File: config.mk
export PLATFORM = sky130hd
export DESIGN_NAME = ulpi_bulk_out_bridge
export DESIGN_NICKNAME = d
export VERILOG_FILES = /design/src/design/usb_pkg.sv /design/src/design/ulpi_rx_decoder.sv /design/src/design/bulk_out_transactor.sv /design/src/design/packet_buffer.sv /design/src/design/ulpi_handshake_tx.sv /design/src/design/ulpi_bulk_out_bridge.sv
export SDC_FILE = /design/constraint.sdc
export NUM_CORES = 1
export LEC_CHECK = 0
export BUFFER_PORTS_ARGS = -buffer_cell sky130_fd_sc_hd__buf_4
export CORE_ASPECT_RATIO = 0.8
export CORE_UTILIZATION = 50
export CTS_CLUSTER_DIAMETER = 150
export DETAILED_ROUTE_END_ITERATION = 16
export PLACE_DENSITY = 0.66
export SYNTH_ARGS = -nofsm -noshare
export SYNTH_HDL_FRONTEND = slang
export SYNTH_SLANG_ARGS = --single-unit
File: constraint.sdc
create_clock -name clock -period 3.4 [get_ports clock]
set_input_delay 0.34 -clock clock [delete_from_list [all_inputs] [get_ports clock]]
set_output_delay 0.34 -clock clock [all_outputs]
set_load 0.05 [all_outputs]
File: src/design/usb_pkg.sv
`default_nettype none

package usb_pkg;

  // USB packet identifiers, low nibble of the PID byte
  typedef enum logic [3:0] {
    PID_OUT   = 4'b0001,
    PID_IN    = 4'b1001,
    PID_SOF   = 4'b0101,
    PID_DATA0 = 4'b0011,
    PID_DATA1 = 4'b1011,
    PID_ACK   = 4'b0010,
    PID_NAK   = 4'b1010
  } pid_t;

  // What the decoder is currently receiving
  typedef enum logic [1:0] {
    PKT_NONE,
    PKT_TOKEN,
    PKT_DATA
  } pkt_kind_t;

  localparam logic [7:0] ULPI_TX_CMD = 8'h40;  // Transmit command, PID in bits 3:0

  // Registers run LSB first, the order the bits appear on the bus
  localparam logic [4:0]  CRC5_INIT     = 5'h1f;
  localparam logic [15:0] CRC16_INIT    = 16'hffff;
  localparam logic [4:0]  CRC5_RESIDUE  = 5'b00110;  // Reflected form of 01100
  localparam logic [15:0] CRC16_RESIDUE = 16'hb001;  // Reflected form of 800d

  // x^5 + x^2 + 1, reflected
  function automatic logic [4:0] crc5_next(input logic [4:0] crc, input logic [7:0] data);
    logic [4:0] c;
    c = crc;
    for (int i = 0; i < 8; i++) begin
      if (c[0] ^ data[i]) begin
        c = (c >> 1) ^ 5'b10100;
      end else begin
        c = c >> 1;
      end
    end
    return c;
  endfunction

  // x^16 + x^15 + x^2 + 1, reflected
  function automatic logic [15:0] crc16_next(input logic [15:0] crc, input logic [7:0] data);
    logic [15:0] c;
    c = crc;
    for (int i = 0; i < 8; i++) begin
      if (c[0] ^ data[i]) begin
        c = (c >> 1) ^ 16'ha001;
      end else begin
        c = c >> 1;
      end
    end
    return c;
  endfunction

endpackage

`default_nettype wire

File: src/design/ulpi_rx_decoder.sv
`default_nettype none

module ulpi_rx_decoder
  import usb_pkg::*;
(
  input  wire        clock,
  input  wire        areset_n,
  input  wire        ulpi_dir_i,
  input  wire        ulpi_nxt_i,
  input  wire  [7:0] ulpi_data_i,
  output logic       tok_out_o,
  output logic       sof_o,
  output logic [6:0] tok_addr_o,
  output logic [3:0] tok_endp_o,
  output logic       data_start_o,
  output pid_t       data_pid_o,
  output logic       byte_valid_o,
  output logic [7:0] byte_o,
  output logic       data_end_o,
  output logic       crc_ok_o
);

  logic        dir_q;
  logic        turn_w;
  logic        rx_byte_w;
  logic        rx_end_w;
  logic [2:0]  cnt_q;       // Bytes of this packet, saturates at 7
  pkt_kind_t   kind_q;
  pid_t        pid_q;
  logic [1:0]  fill_q;      // Occupancy of the CRC delay line
  logic [7:0]  dly0_q;
  logic [7:0]  dly1_q;
  logic [4:0]  crc5_q;
  logic [15:0] crc16_q;

  assign turn_w    = ulpi_dir_i && !dir_q;
  assign rx_byte_w = ulpi_dir_i && dir_q && ulpi_nxt_i;  // RX CMD cycles have nxt low
  assign rx_end_w  = !ulpi_dir_i && dir_q;

  always_ff @(posedge clock or negedge areset_n) begin
    if (!areset_n) begin
      dir_q        <= 1'b0;
      cnt_q        <= '0;
      kind_q       <= PKT_NONE;
      pid_q        <= PID_OUT;
      fill_q       <= '0;
      tok_out_o    <= 1'b0;
      sof_o        <= 1'b0;
      data_start_o <= 1'b0;
      data_pid_o   <= PID_DATA0;
      byte_valid_o <= 1'b0;
      data_end_o   <= 1'b0;
      crc_ok_o     <= 1'b0;
    end else begin
      dir_q        <= ulpi_dir_i;
      tok_out_o    <= 1'b0;
      sof_o        <= 1'b0;
      data_start_o <= 1'b0;
      byte_valid_o <= 1'b0;
      data_end_o   <= 1'b0;

      if (turn_w) begin
        cnt_q  <= '0;
        kind_q <= PKT_NONE;
      end else if (rx_byte_w) begin
        if (cnt_q != 3'd7) begin
          cnt_q <= cnt_q + 3'd1;
        end
        if (cnt_q == 3'd0) begin
          pid_q  <= pid_t'(ulpi_data_i[3:0]);
          fill_q <= '0;
          // PID byte carries its own complement in the upper nibble
          if (ulpi_data_i[7:4] == ~ulpi_data_i[3:0]) begin
            case (ulpi_data_i[3:0])
              PID_OUT, PID_SOF:     kind_q <= PKT_TOKEN;
              PID_DATA0, PID_DATA1: kind_q <= PKT_DATA;
              default:              kind_q <= PKT_NONE;
            endcase
          end else begin
            kind_q <= PKT_NONE;
          end
        end else if (kind_q == PKT_DATA) begin
          if (cnt_q == 3'd1) begin
            data_start_o <= 1'b1;
            data_pid_o   <= pid_q;
          end
          // Only release a byte once two newer ones sit behind it
          byte_valid_o <= (fill_q == 2'd2);
          if (fill_q != 2'd2) begin
            fill_q <= fill_q + 2'd1;
          end
        end
      end else if (rx_end_w) begin
        case (kind_q)
          PKT_TOKEN: begin
            if (cnt_q == 3'd3 && crc5_q == CRC5_RESIDUE) begin
              tok_out_o <= (pid_q == PID_OUT);
              sof_o     <= (pid_q == PID_SOF);
            end
          end
          PKT_DATA: begin
            data_end_o <= 1'b1;
            crc_ok_o   <= (cnt_q >= 3'd3) && (crc16_q == CRC16_RESIDUE);
          end
          default: ;
        endcase
        kind_q <= PKT_NONE;
      end
    end
  end

  // Datapath, CRC residues and the two-byte delay line
  always_ff @(posedge clock) begin
    if (rx_byte_w) begin
      if (cnt_q == 3'd0) begin
        crc5_q  <= CRC5_INIT;
        crc16_q <= CRC16_INIT;
      end else begin
        crc5_q  <= crc5_next(crc5_q, ulpi_data_i);
        crc16_q <= crc16_next(crc16_q, ulpi_data_i);
      end
      if (kind_q == PKT_TOKEN && cnt_q == 3'd1) begin
        tok_addr_o    <= ulpi_data_i[6:0];
        tok_endp_o[0] <= ulpi_data_i[7];
      end
      if (kind_q == PKT_TOKEN && cnt_q == 3'd2) begin
        tok_endp_o[3:1] <= ulpi_data_i[2:0];
      end
      dly1_q <= dly0_q;
      dly0_q <= ulpi_data_i;
      byte_o <= dly1_q;  // Qualified by byte_valid_o
    end
  end

endmodule

`default_nettype wire

File: src/design/bulk_out_transactor.sv
`default_nettype none

module bulk_out_transactor
  import usb_pkg::*;
#(
  parameter logic [6:0] DEVICE_ADDR = 7'd5,
  parameter logic [3:0] ENDPOINT    = 4'd1
) (
  input  wire        clock,
  input  wire        areset_n,
  input  wire        tok_out_i,
  input  wire  [6:0] tok_addr_i,
  input  wire  [3:0] tok_endp_i,
  input  wire        data_start_i,
  input  wire  pid_t data_pid_i,
  input  wire        byte_valid_i,
  input  wire  [7:0] byte_i,
  input  wire        data_end_i,
  input  wire        crc_ok_i,
  input  wire        buf_full_i,
  input  wire        hs_busy_i,
  output logic       wr_en_o,
  output logic [7:0] wr_data_o,
  output logic       commit_o,
  output logic       discard_o,
  output logic       hs_send_o,
  output pid_t       hs_pid_o
);

  logic armed_q;      // Matching OUT token seen
  logic rx_active_q;  // Data packet for us in progress
  logic nak_q;        // Buffer was occupied when the packet began
  logic toggle_q;     // Low while DATA0 is expected
  logic match_w;
  pid_t expect_w;

  assign match_w   = (tok_addr_i == DEVICE_ADDR) && (tok_endp_i == ENDPOINT);
  assign expect_w  = toggle_q ? PID_DATA1 : PID_DATA0;
  assign wr_en_o   = byte_valid_i && rx_active_q && !nak_q;
  assign wr_data_o = byte_i;

  always_ff @(posedge clock or negedge areset_n) begin
    if (!areset_n) begin
      armed_q     <= 1'b0;
      rx_active_q <= 1'b0;
      nak_q       <= 1'b0;
      toggle_q    <= 1'b0;
      commit_o    <= 1'b0;
      discard_o   <= 1'b0;
      hs_send_o   <= 1'b0;
      hs_pid_o    <= PID_NAK;
    end else begin
      commit_o  <= 1'b0;
      discard_o <= 1'b0;
      hs_send_o <= 1'b0;

      if (tok_out_i) begin
        armed_q <= match_w;  // Any other OUT token disarms
      end

      if (data_start_i && armed_q) begin
        armed_q     <= 1'b0;
        rx_active_q <= 1'b1;
        nak_q       <= buf_full_i;
      end

      if (data_end_i && rx_active_q) begin
        rx_active_q <= 1'b0;
        if (!crc_ok_i) begin
          discard_o <= 1'b1;  // Corrupt packet, stay silent
        end else begin
          if (!hs_busy_i) begin
            hs_send_o <= 1'b1;
            hs_pid_o  <= nak_q ? PID_NAK : PID_ACK;
          end
          if (nak_q || data_pid_i != expect_w) begin
            // Retransmission of the last packet is acknowledged but dropped
            discard_o <= 1'b1;
          end else begin
            commit_o <= 1'b1;
            toggle_q <= !toggle_q;
          end
        end
      end
    end
  end

endmodule

`default_nettype wire

File: src/design/packet_buffer.sv
`default_nettype none

module packet_buffer #(
  parameter int unsigned MAX_PACKET = 64
) (
  input  wire        clock,
  input  wire        areset_n,
  input  wire        wr_en_i,
  input  wire  [7:0] wr_data_i,
  input  wire        commit_i,
  input  wire        discard_i,
  input  wire        m_axis_tready_i,
  output logic       full_o,
  output logic       m_axis_tvalid_o,
  output logic [7:0] m_axis_tdata_o,
  output logic       m_axis_tlast_o
);

  localparam int ADDR_W = $clog2(MAX_PACKET);
  localparam int CNT_W  = $clog2(MAX_PACKET + 1);
  localparam logic [CNT_W-1:0] MAX_CNT = CNT_W'(MAX_PACKET);
  localparam logic [CNT_W-1:0] ONE     = CNT_W'(1);

  logic [7:0]       mem_q [MAX_PACKET];
  logic [CNT_W-1:0] wr_cnt_q;
  logic [CNT_W-1:0] len_q;
  logic [CNT_W-1:0] rd_ptr_q;  // Next byte to load into the output register
  logic             store_w;
  logic             load_w;
  logic             step_w;
  logic             done_w;

  assign store_w = wr_en_i && !full_o && (wr_cnt_q < MAX_CNT);  // Overflow bytes dropped
  assign load_w  = commit_i && (wr_cnt_q != '0);
  assign step_w  = m_axis_tvalid_o && m_axis_tready_i;
  assign done_w  = step_w && m_axis_tlast_o;

  always_ff @(posedge clock or negedge areset_n) begin
    if (!areset_n) begin
      wr_cnt_q        <= '0;
      rd_ptr_q        <= '0;
      full_o          <= 1'b0;
      m_axis_tvalid_o <= 1'b0;
    end else begin
      if (commit_i || discard_i) begin
        wr_cnt_q <= '0;
      end else if (store_w) begin
        wr_cnt_q <= wr_cnt_q + ONE;
      end

      if (load_w) begin
        full_o          <= 1'b1;
        m_axis_tvalid_o <= 1'b1;
        rd_ptr_q        <= ONE;
      end else if (done_w) begin
        full_o          <= 1'b0;
        m_axis_tvalid_o <= 1'b0;
      end else if (step_w) begin
        rd_ptr_q <= rd_ptr_q + ONE;
      end
    end
  end

  always_ff @(posedge clock) begin
    if (store_w) begin
      mem_q[wr_cnt_q[ADDR_W-1:0]] <= wr_data_i;
    end
    if (load_w) begin
      m_axis_tdata_o <= mem_q[0];
      m_axis_tlast_o <= (wr_cnt_q == ONE);
      len_q          <= wr_cnt_q;
    end else if (step_w && !m_axis_tlast_o) begin
      m_axis_tdata_o <= mem_q[rd_ptr_q[ADDR_W-1:0]];
      m_axis_tlast_o <= (rd_ptr_q + ONE) == len_q;
    end
  end

endmodule

`default_nettype wire

File: src/design/ulpi_handshake_tx.sv
`default_nettype none

module ulpi_handshake_tx
  import usb_pkg::*;
(
  input  wire        clock,
  input  wire        areset_n,
  input  wire        send_i,
  input  wire  pid_t pid_i,
  input  wire        ulpi_dir_i,
  input  wire        ulpi_nxt_i,
  output logic       busy_o,
  output logic [7:0] ulpi_data_o,
  output logic       ulpi_data_oe_o,
  output logic       ulpi_stp_o
);

  typedef enum logic [1:0] {
    ST_IDLE,
    ST_CMD,   // TX CMD on the bus until the PHY takes it
    ST_STOP
  } state_t;

  state_t state_q;
  pid_t   pid_q;

  assign busy_o         = (state_q != ST_IDLE);
  assign ulpi_data_oe_o = busy_o && !ulpi_dir_i;  // PHY owns the bus while dir is high
  assign ulpi_stp_o     = (state_q == ST_STOP);
  assign ulpi_data_o    = (state_q == ST_CMD) ? (ULPI_TX_CMD | {4'h0, pid_q}) : 8'h00;

  always_ff @(posedge clock or negedge areset_n) begin
    if (!areset_n) begin
      state_q <= ST_IDLE;
    end else begin
      case (state_q)
        ST_IDLE: if (send_i) state_q <= ST_CMD;
        ST_CMD:  if (!ulpi_dir_i && ulpi_nxt_i) state_q <= ST_STOP;
        default: state_q <= ST_IDLE;  // Stop lasts a single cycle
      endcase
    end
  end

  always_ff @(posedge clock) begin
    if (send_i && state_q == ST_IDLE) begin
      pid_q <= pid_i;
    end
  end

endmodule

`default_nettype wire

File: src/design/ulpi_bulk_out_bridge.sv
`default_nettype none

module ulpi_bulk_out_bridge
  import usb_pkg::*;
#(
  parameter logic [6:0]  DEVICE_ADDR = 7'd5,
  parameter logic [3:0]  ENDPOINT    = 4'd1,
  parameter int unsigned MAX_PACKET  = 64
) (
  input  wire        clock,
  input  wire        areset_n,
  input  wire        ulpi_dir_i,
  input  wire        ulpi_nxt_i,
  input  wire  [7:0] ulpi_data_i,
  output logic [7:0] ulpi_data_o,
  output logic       ulpi_data_oe_o,
  output logic       ulpi_stp_o,
  output logic       m_axis_tvalid_o,
  input  wire        m_axis_tready_i,
  output logic [7:0] m_axis_tdata_o,
  output logic       m_axis_tlast_o,
  output logic       usb_sof_o,
  output logic       crc_err_o
);

  logic       tok_out_w;
  logic [6:0] tok_addr_w;
  logic [3:0] tok_endp_w;
  logic       data_start_w;
  pid_t       data_pid_w;
  logic       byte_valid_w;
  logic [7:0] byte_w;
  logic       data_end_w;
  logic       crc_ok_w;
  logic       wr_en_w;
  logic [7:0] wr_data_w;
  logic       commit_w;
  logic       discard_w;
  logic       buf_full_w;
  logic       hs_send_w;
  pid_t       hs_pid_w;
  logic       hs_busy_w;

  assign crc_err_o = data_end_w && !crc_ok_w;

  ulpi_rx_decoder u_decoder (
    .clock        (clock),
    .areset_n     (areset_n),
    .ulpi_dir_i   (ulpi_dir_i),
    .ulpi_nxt_i   (ulpi_nxt_i),
    .ulpi_data_i  (ulpi_data_i),
    .tok_out_o    (tok_out_w),
    .sof_o        (usb_sof_o),
    .tok_addr_o   (tok_addr_w),
    .tok_endp_o   (tok_endp_w),
    .data_start_o (data_start_w),
    .data_pid_o   (data_pid_w),
    .byte_valid_o (byte_valid_w),
    .byte_o       (byte_w),
    .data_end_o   (data_end_w),
    .crc_ok_o     (crc_ok_w)
  );

  bulk_out_transactor #(
    .DEVICE_ADDR (DEVICE_ADDR),
    .ENDPOINT    (ENDPOINT)
  ) u_transactor (
    .clock        (clock),
    .areset_n     (areset_n),
    .tok_out_i    (tok_out_w),
    .tok_addr_i   (tok_addr_w),
    .tok_endp_i   (tok_endp_w),
    .data_start_i (data_start_w),
    .data_pid_i   (data_pid_w),
    .byte_valid_i (byte_valid_w),
    .byte_i       (byte_w),
    .data_end_i   (data_end_w),
    .crc_ok_i     (crc_ok_w),
    .buf_full_i   (buf_full_w),
    .hs_busy_i    (hs_busy_w),
    .wr_en_o      (wr_en_w),
    .wr_data_o    (wr_data_w),
    .commit_o     (commit_w),
    .discard_o    (discard_w),
    .hs_send_o    (hs_send_w),
    .hs_pid_o     (hs_pid_w)
  );

  // Holds one accepted packet until the stream has drained it
  packet_buffer #(
    .MAX_PACKET (MAX_PACKET)
  ) u_buffer (
    .clock           (clock),
    .areset_n        (areset_n),
    .wr_en_i         (wr_en_w),
    .wr_data_i       (wr_data_w),
    .commit_i        (commit_w),
    .discard_i       (discard_w),
    .m_axis_tready_i (m_axis_tready_i),
    .full_o          (buf_full_w),
    .m_axis_tvalid_o (m_axis_tvalid_o),
    .m_axis_tdata_o  (m_axis_tdata_o),
    .m_axis_tlast_o  (m_axis_tlast_o)
  );

  ulpi_handshake_tx u_handshake (
    .clock          (clock),
    .areset_n       (areset_n),
    .send_i         (hs_send_w),
    .pid_i          (hs_pid_w),
    .ulpi_dir_i     (ulpi_dir_i),
    .ulpi_nxt_i     (ulpi_nxt_i),
    .busy_o         (hs_busy_w),
    .ulpi_data_o    (ulpi_data_o),
    .ulpi_data_oe_o (ulpi_data_oe_o),
    .ulpi_stp_o     (ulpi_stp_o)
  );

endmodule

`default_nettype wire

==> results.toml <==
[finish]
syn_to_final_growth_pct = 13.8
diodes = 0
final_nets = 1530
fill_cells = 3778
layout-drive-gt1-share_pct = 23.2

[clock_network]
h-tree-depth = 2
clk_path_buf_depth = 3
root_buffer = "clkbuf_16"
clk-insertion-delay-late_ns = 0.63
cts_resized = 0
clock-sinks = 632
cts_tree = "built"
post-cts-setup-buffers = 0
numCtsBuffers = 60
postCtsHoldBufs = 11
clkTransAtPathRegs_ns = 0.07

[route]
drtAntennaViolNets = 0
drt_first_iter_violations = 1249
via_count = 13100
wl_um = 55200
wire_per_inst_um = 24.7
drc = 0
firstDrtPassIters = 5
drt-vias-per-instance = 5.86

[floorplanning]
core_um2 = 49900
die_y_um = 204
die_area_um2 = 51700
die_x_um = 254
rows = 73
io-pin-count = 35
initial_core_util_pct = 50.9

[place]
place_congestion = 0.830
hpwlAfterDp_um = 33700
port_buffers = 29

[power_and_ir_drop]
power_frac_comb_pct = 2.4
internal-power_mw = 12.4
p_sw_mw = 3.10
cellLeakagePower_nw = 9.58
powerDensity_nw_per_um2 = 537
power_mw = 15.5
pwr-share-seq_pct = 55.0
swShare_pct = 20.0
peakVddDrop_v = 0.000462
clkPwrFrac_pct = 42.6

[synthesis]
synth_edf_count = 585
ys.flop_type = "edfxtp_1"
yosysUniqueCellTypes = 61
ys_seq_area_share_pct = 73.9
async_flop_share_pct = 7.44
postSynthAreaPerCell_um2 = 18.3
postSynthCellCount = 1384
synth_seq_cells = 632
yosysWarnings = 0
synthesis.area_um2 = 25400

[global_route]
grt_usage_pct = 22.0
grt_pass1_vias = 12800
globalRouteOverflowTotal = 0
antenna_found_initial = 0
grt_pass1_wl_um = 83000
grt_max_degree = 65

[sta]
period_minus_slack_ns = 3.13
maxSlewHeadroom_pct = 29.0
max_freq_mhz = 320
fin_crit_sh_pct = 91.9
rsz0062_at_grt = "no"
fin_skew_ns = 0.0201
drv_slew = 0
worst_pin_slew_ns = 1.06
setup_tns_ns = 0
setup-violations-final = 0
finalHoldViolations = 0

[critical_path]
critical_path_required_ns = 3.79
critPathLaunchType = "register"
path_class = "reg -> reg"
critPathMaxFanout = 44
r2r_slack_ns = 0.27
endpoint_kind = "register"
arrival_ns = 3.51

[run_status]
outcome = "finished clean"

[flow_run]
drv_cap = 0

[worst_hold_path]
hold_class = "in -> reg"
-- state kept, by name, summed over array words and instances, names as in the netlist, 2 cells and up --
name                     cells
u_buffer.mem_q             512
u_decoder.crc16_q           16
u_buffer.m_axis_tdata_o      8
u_decoder.byte_o             8
u_decoder.dly0_q             8
u_decoder.dly1_q             8
u_buffer.len_q               7
u_buffer.rd_ptr_q            7
u_buffer.wr_cnt_q            7
u_decoder.tok_addr_o         7
u_decoder.crc5_q             5
u_decoder.data_pid_o         4
u_decoder.pid_q              4
u_decoder.tok_endp_o         4
u_decoder.cnt_q              3
u_decoder.fill_q             2
u_decoder.kind_q             2
u_handshake.state_q          2
-- path summary, 6_finish.rpt --
path,from,cells past startpoint,to
worst min register to register,u_decoder.dly0_q[3]$_DFFE_PP_,0,u_decoder.dly1_q[3]$_DFFE_PP_
max in group asynchronous,areset_n,2,u_buffer.rd_ptr_q[0]$_DFFE_PN0P_
worst max register to register,u_buffer.rd_ptr_q[0]$_DFFE_PN0P_,6,u_buffer.m_axis_tdata_o[5]$_DFFE_PP_
min in group asynchronous,areset_n,2,u_handshake.state_q[0]$_DFFE_PN0P_
worst min-delay path,ulpi_data_i[1],1,u_decoder.tok_endp_o[2]$_DFFE_PP_
worst max-delay path,u_buffer.rd_ptr_q[0]$_DFFE_PN0P_,6,u_buffer.m_axis_tdata_o[5]$_DFFE_PP_
-- layer usage --
metal | track usage (%) | part of all wire (%) | vias up
met5 | 0 | 0 | -
met4 | 5.92 | 2.0 | 0
met3 | 4.65 | 8.5 | 81
met2 | 31.6 | 44 | 533
met1 | 34.3 | 46 | 6757
li1 | - | - | 5722
-- critical path: stages (launching register included) --
cell and delay (ns):
dfrtp_4 0.63, buf_12 0.35, mux4_2 0.59, nor2b_1 0.16, a211oi_1 0.60, nor3_1 0.22
o221a_2 0.29
-- cells in the final DEF (no fill, tap or decap), drive strengths merged, types with 24 or more instances in the layout --
master	n
clkinv	28
dfrtp	43
edfxtp	585
mux4	96
buf	126
clkbuf	73
nor2	96
mux2i	73
a221oi	24
nand2	56
mux2	27
o21ai	29
xnor2	36
-- kinds of logic (layout without fill, tap and decap cells) --
logic type                 Yosys count  in the layout  share of synthesized area [%]
xor gates and xnor gates            57             57                           2.24
muxes                              196            196                           12.6
AOI/OAI and AO/OA                  124            124                           3.61
and+or+nand+nor                    268            268                           5.19
buffers and inverters               95            265                           1.94
adders and majority gates           11             11                          0.542
DFF                                632            632                           73.9
other                                1              5                         0.0148
-- Yosys cell counts (13+ instances only) --
master / instances / share of area (%)
edfxtp_1: 585 / 69
mux4_2: 96 / 8.5
nor2_1: 95 / 1.4
mux2i_1: 73 / 2.9
nand2_1: 56 / 0.83
dfrtp_1: 43 / 4.2
xnor2_1: 34 / 1.2
mux2_2: 27 / 1.2
clkbuf_1: 26 / 0.38
o21ai_0: 26 / 0.51
a221oi_1: 24 / 0.83
nand3_1: 23 / 0.45
buf_2: 22 / 0.43
nor2b_1: 17 / 0.42
xor2_1: 17 / 0.59
a22oi_1: 16 / 0.47
nand2b_1: 16 / 0.39
a211oi_1: 15 / 0.44
buf_4: 13 / 0.38
-- per-stage QoR --
step / utilization (%) / setup slack (ns) / instance area, um2 / cells / hold WS (ns)
after global routing: 57.9 / 0.139 / 28900 / 2233 / 0.0113
after CTS: 57.9 / 0.320 / 28900 / 2233 / 0.000206
after global placement: 53.8 / 0.281 / 26800 / 2108 / 0.398
after floorplan: - / 0.893 / 25400 / 1388 / 0.0444
after detailed placement: 53.8 / 0.325 / 26800 / 2108 / 0.405
final: 57.9 / 0.274 / 28900 / 2233 / 0.0341
-- power groups by stage --
stage / Clock [mW] / Sequential [mW] / Combinational, mW
final: 6.61 / 8.53 / 0.378
after global routing: 6.99 / 8.53 / 0.423
after CTS: 6.71 / 8.53 / 0.383
after detailed placement: 0 / 8.69 / 0.373
after global placement: 0 / 8.69 / 0.361
after floorplan: 0 / 8.70 / 0.246
-- final cells by class --
cell class,count,area (um2),share of cell area [%]
repair buffers,137,1120,3.87
multi-input cells,661,6150,21.3
flip-flops and latches,632,18800,65.0
clock buffers,73,1580,5.48
inverters,14,52.6,0.182
well taps,675,845,2.93
clock inverters,41,364,1.26
(Power assumes the default switching activity.)
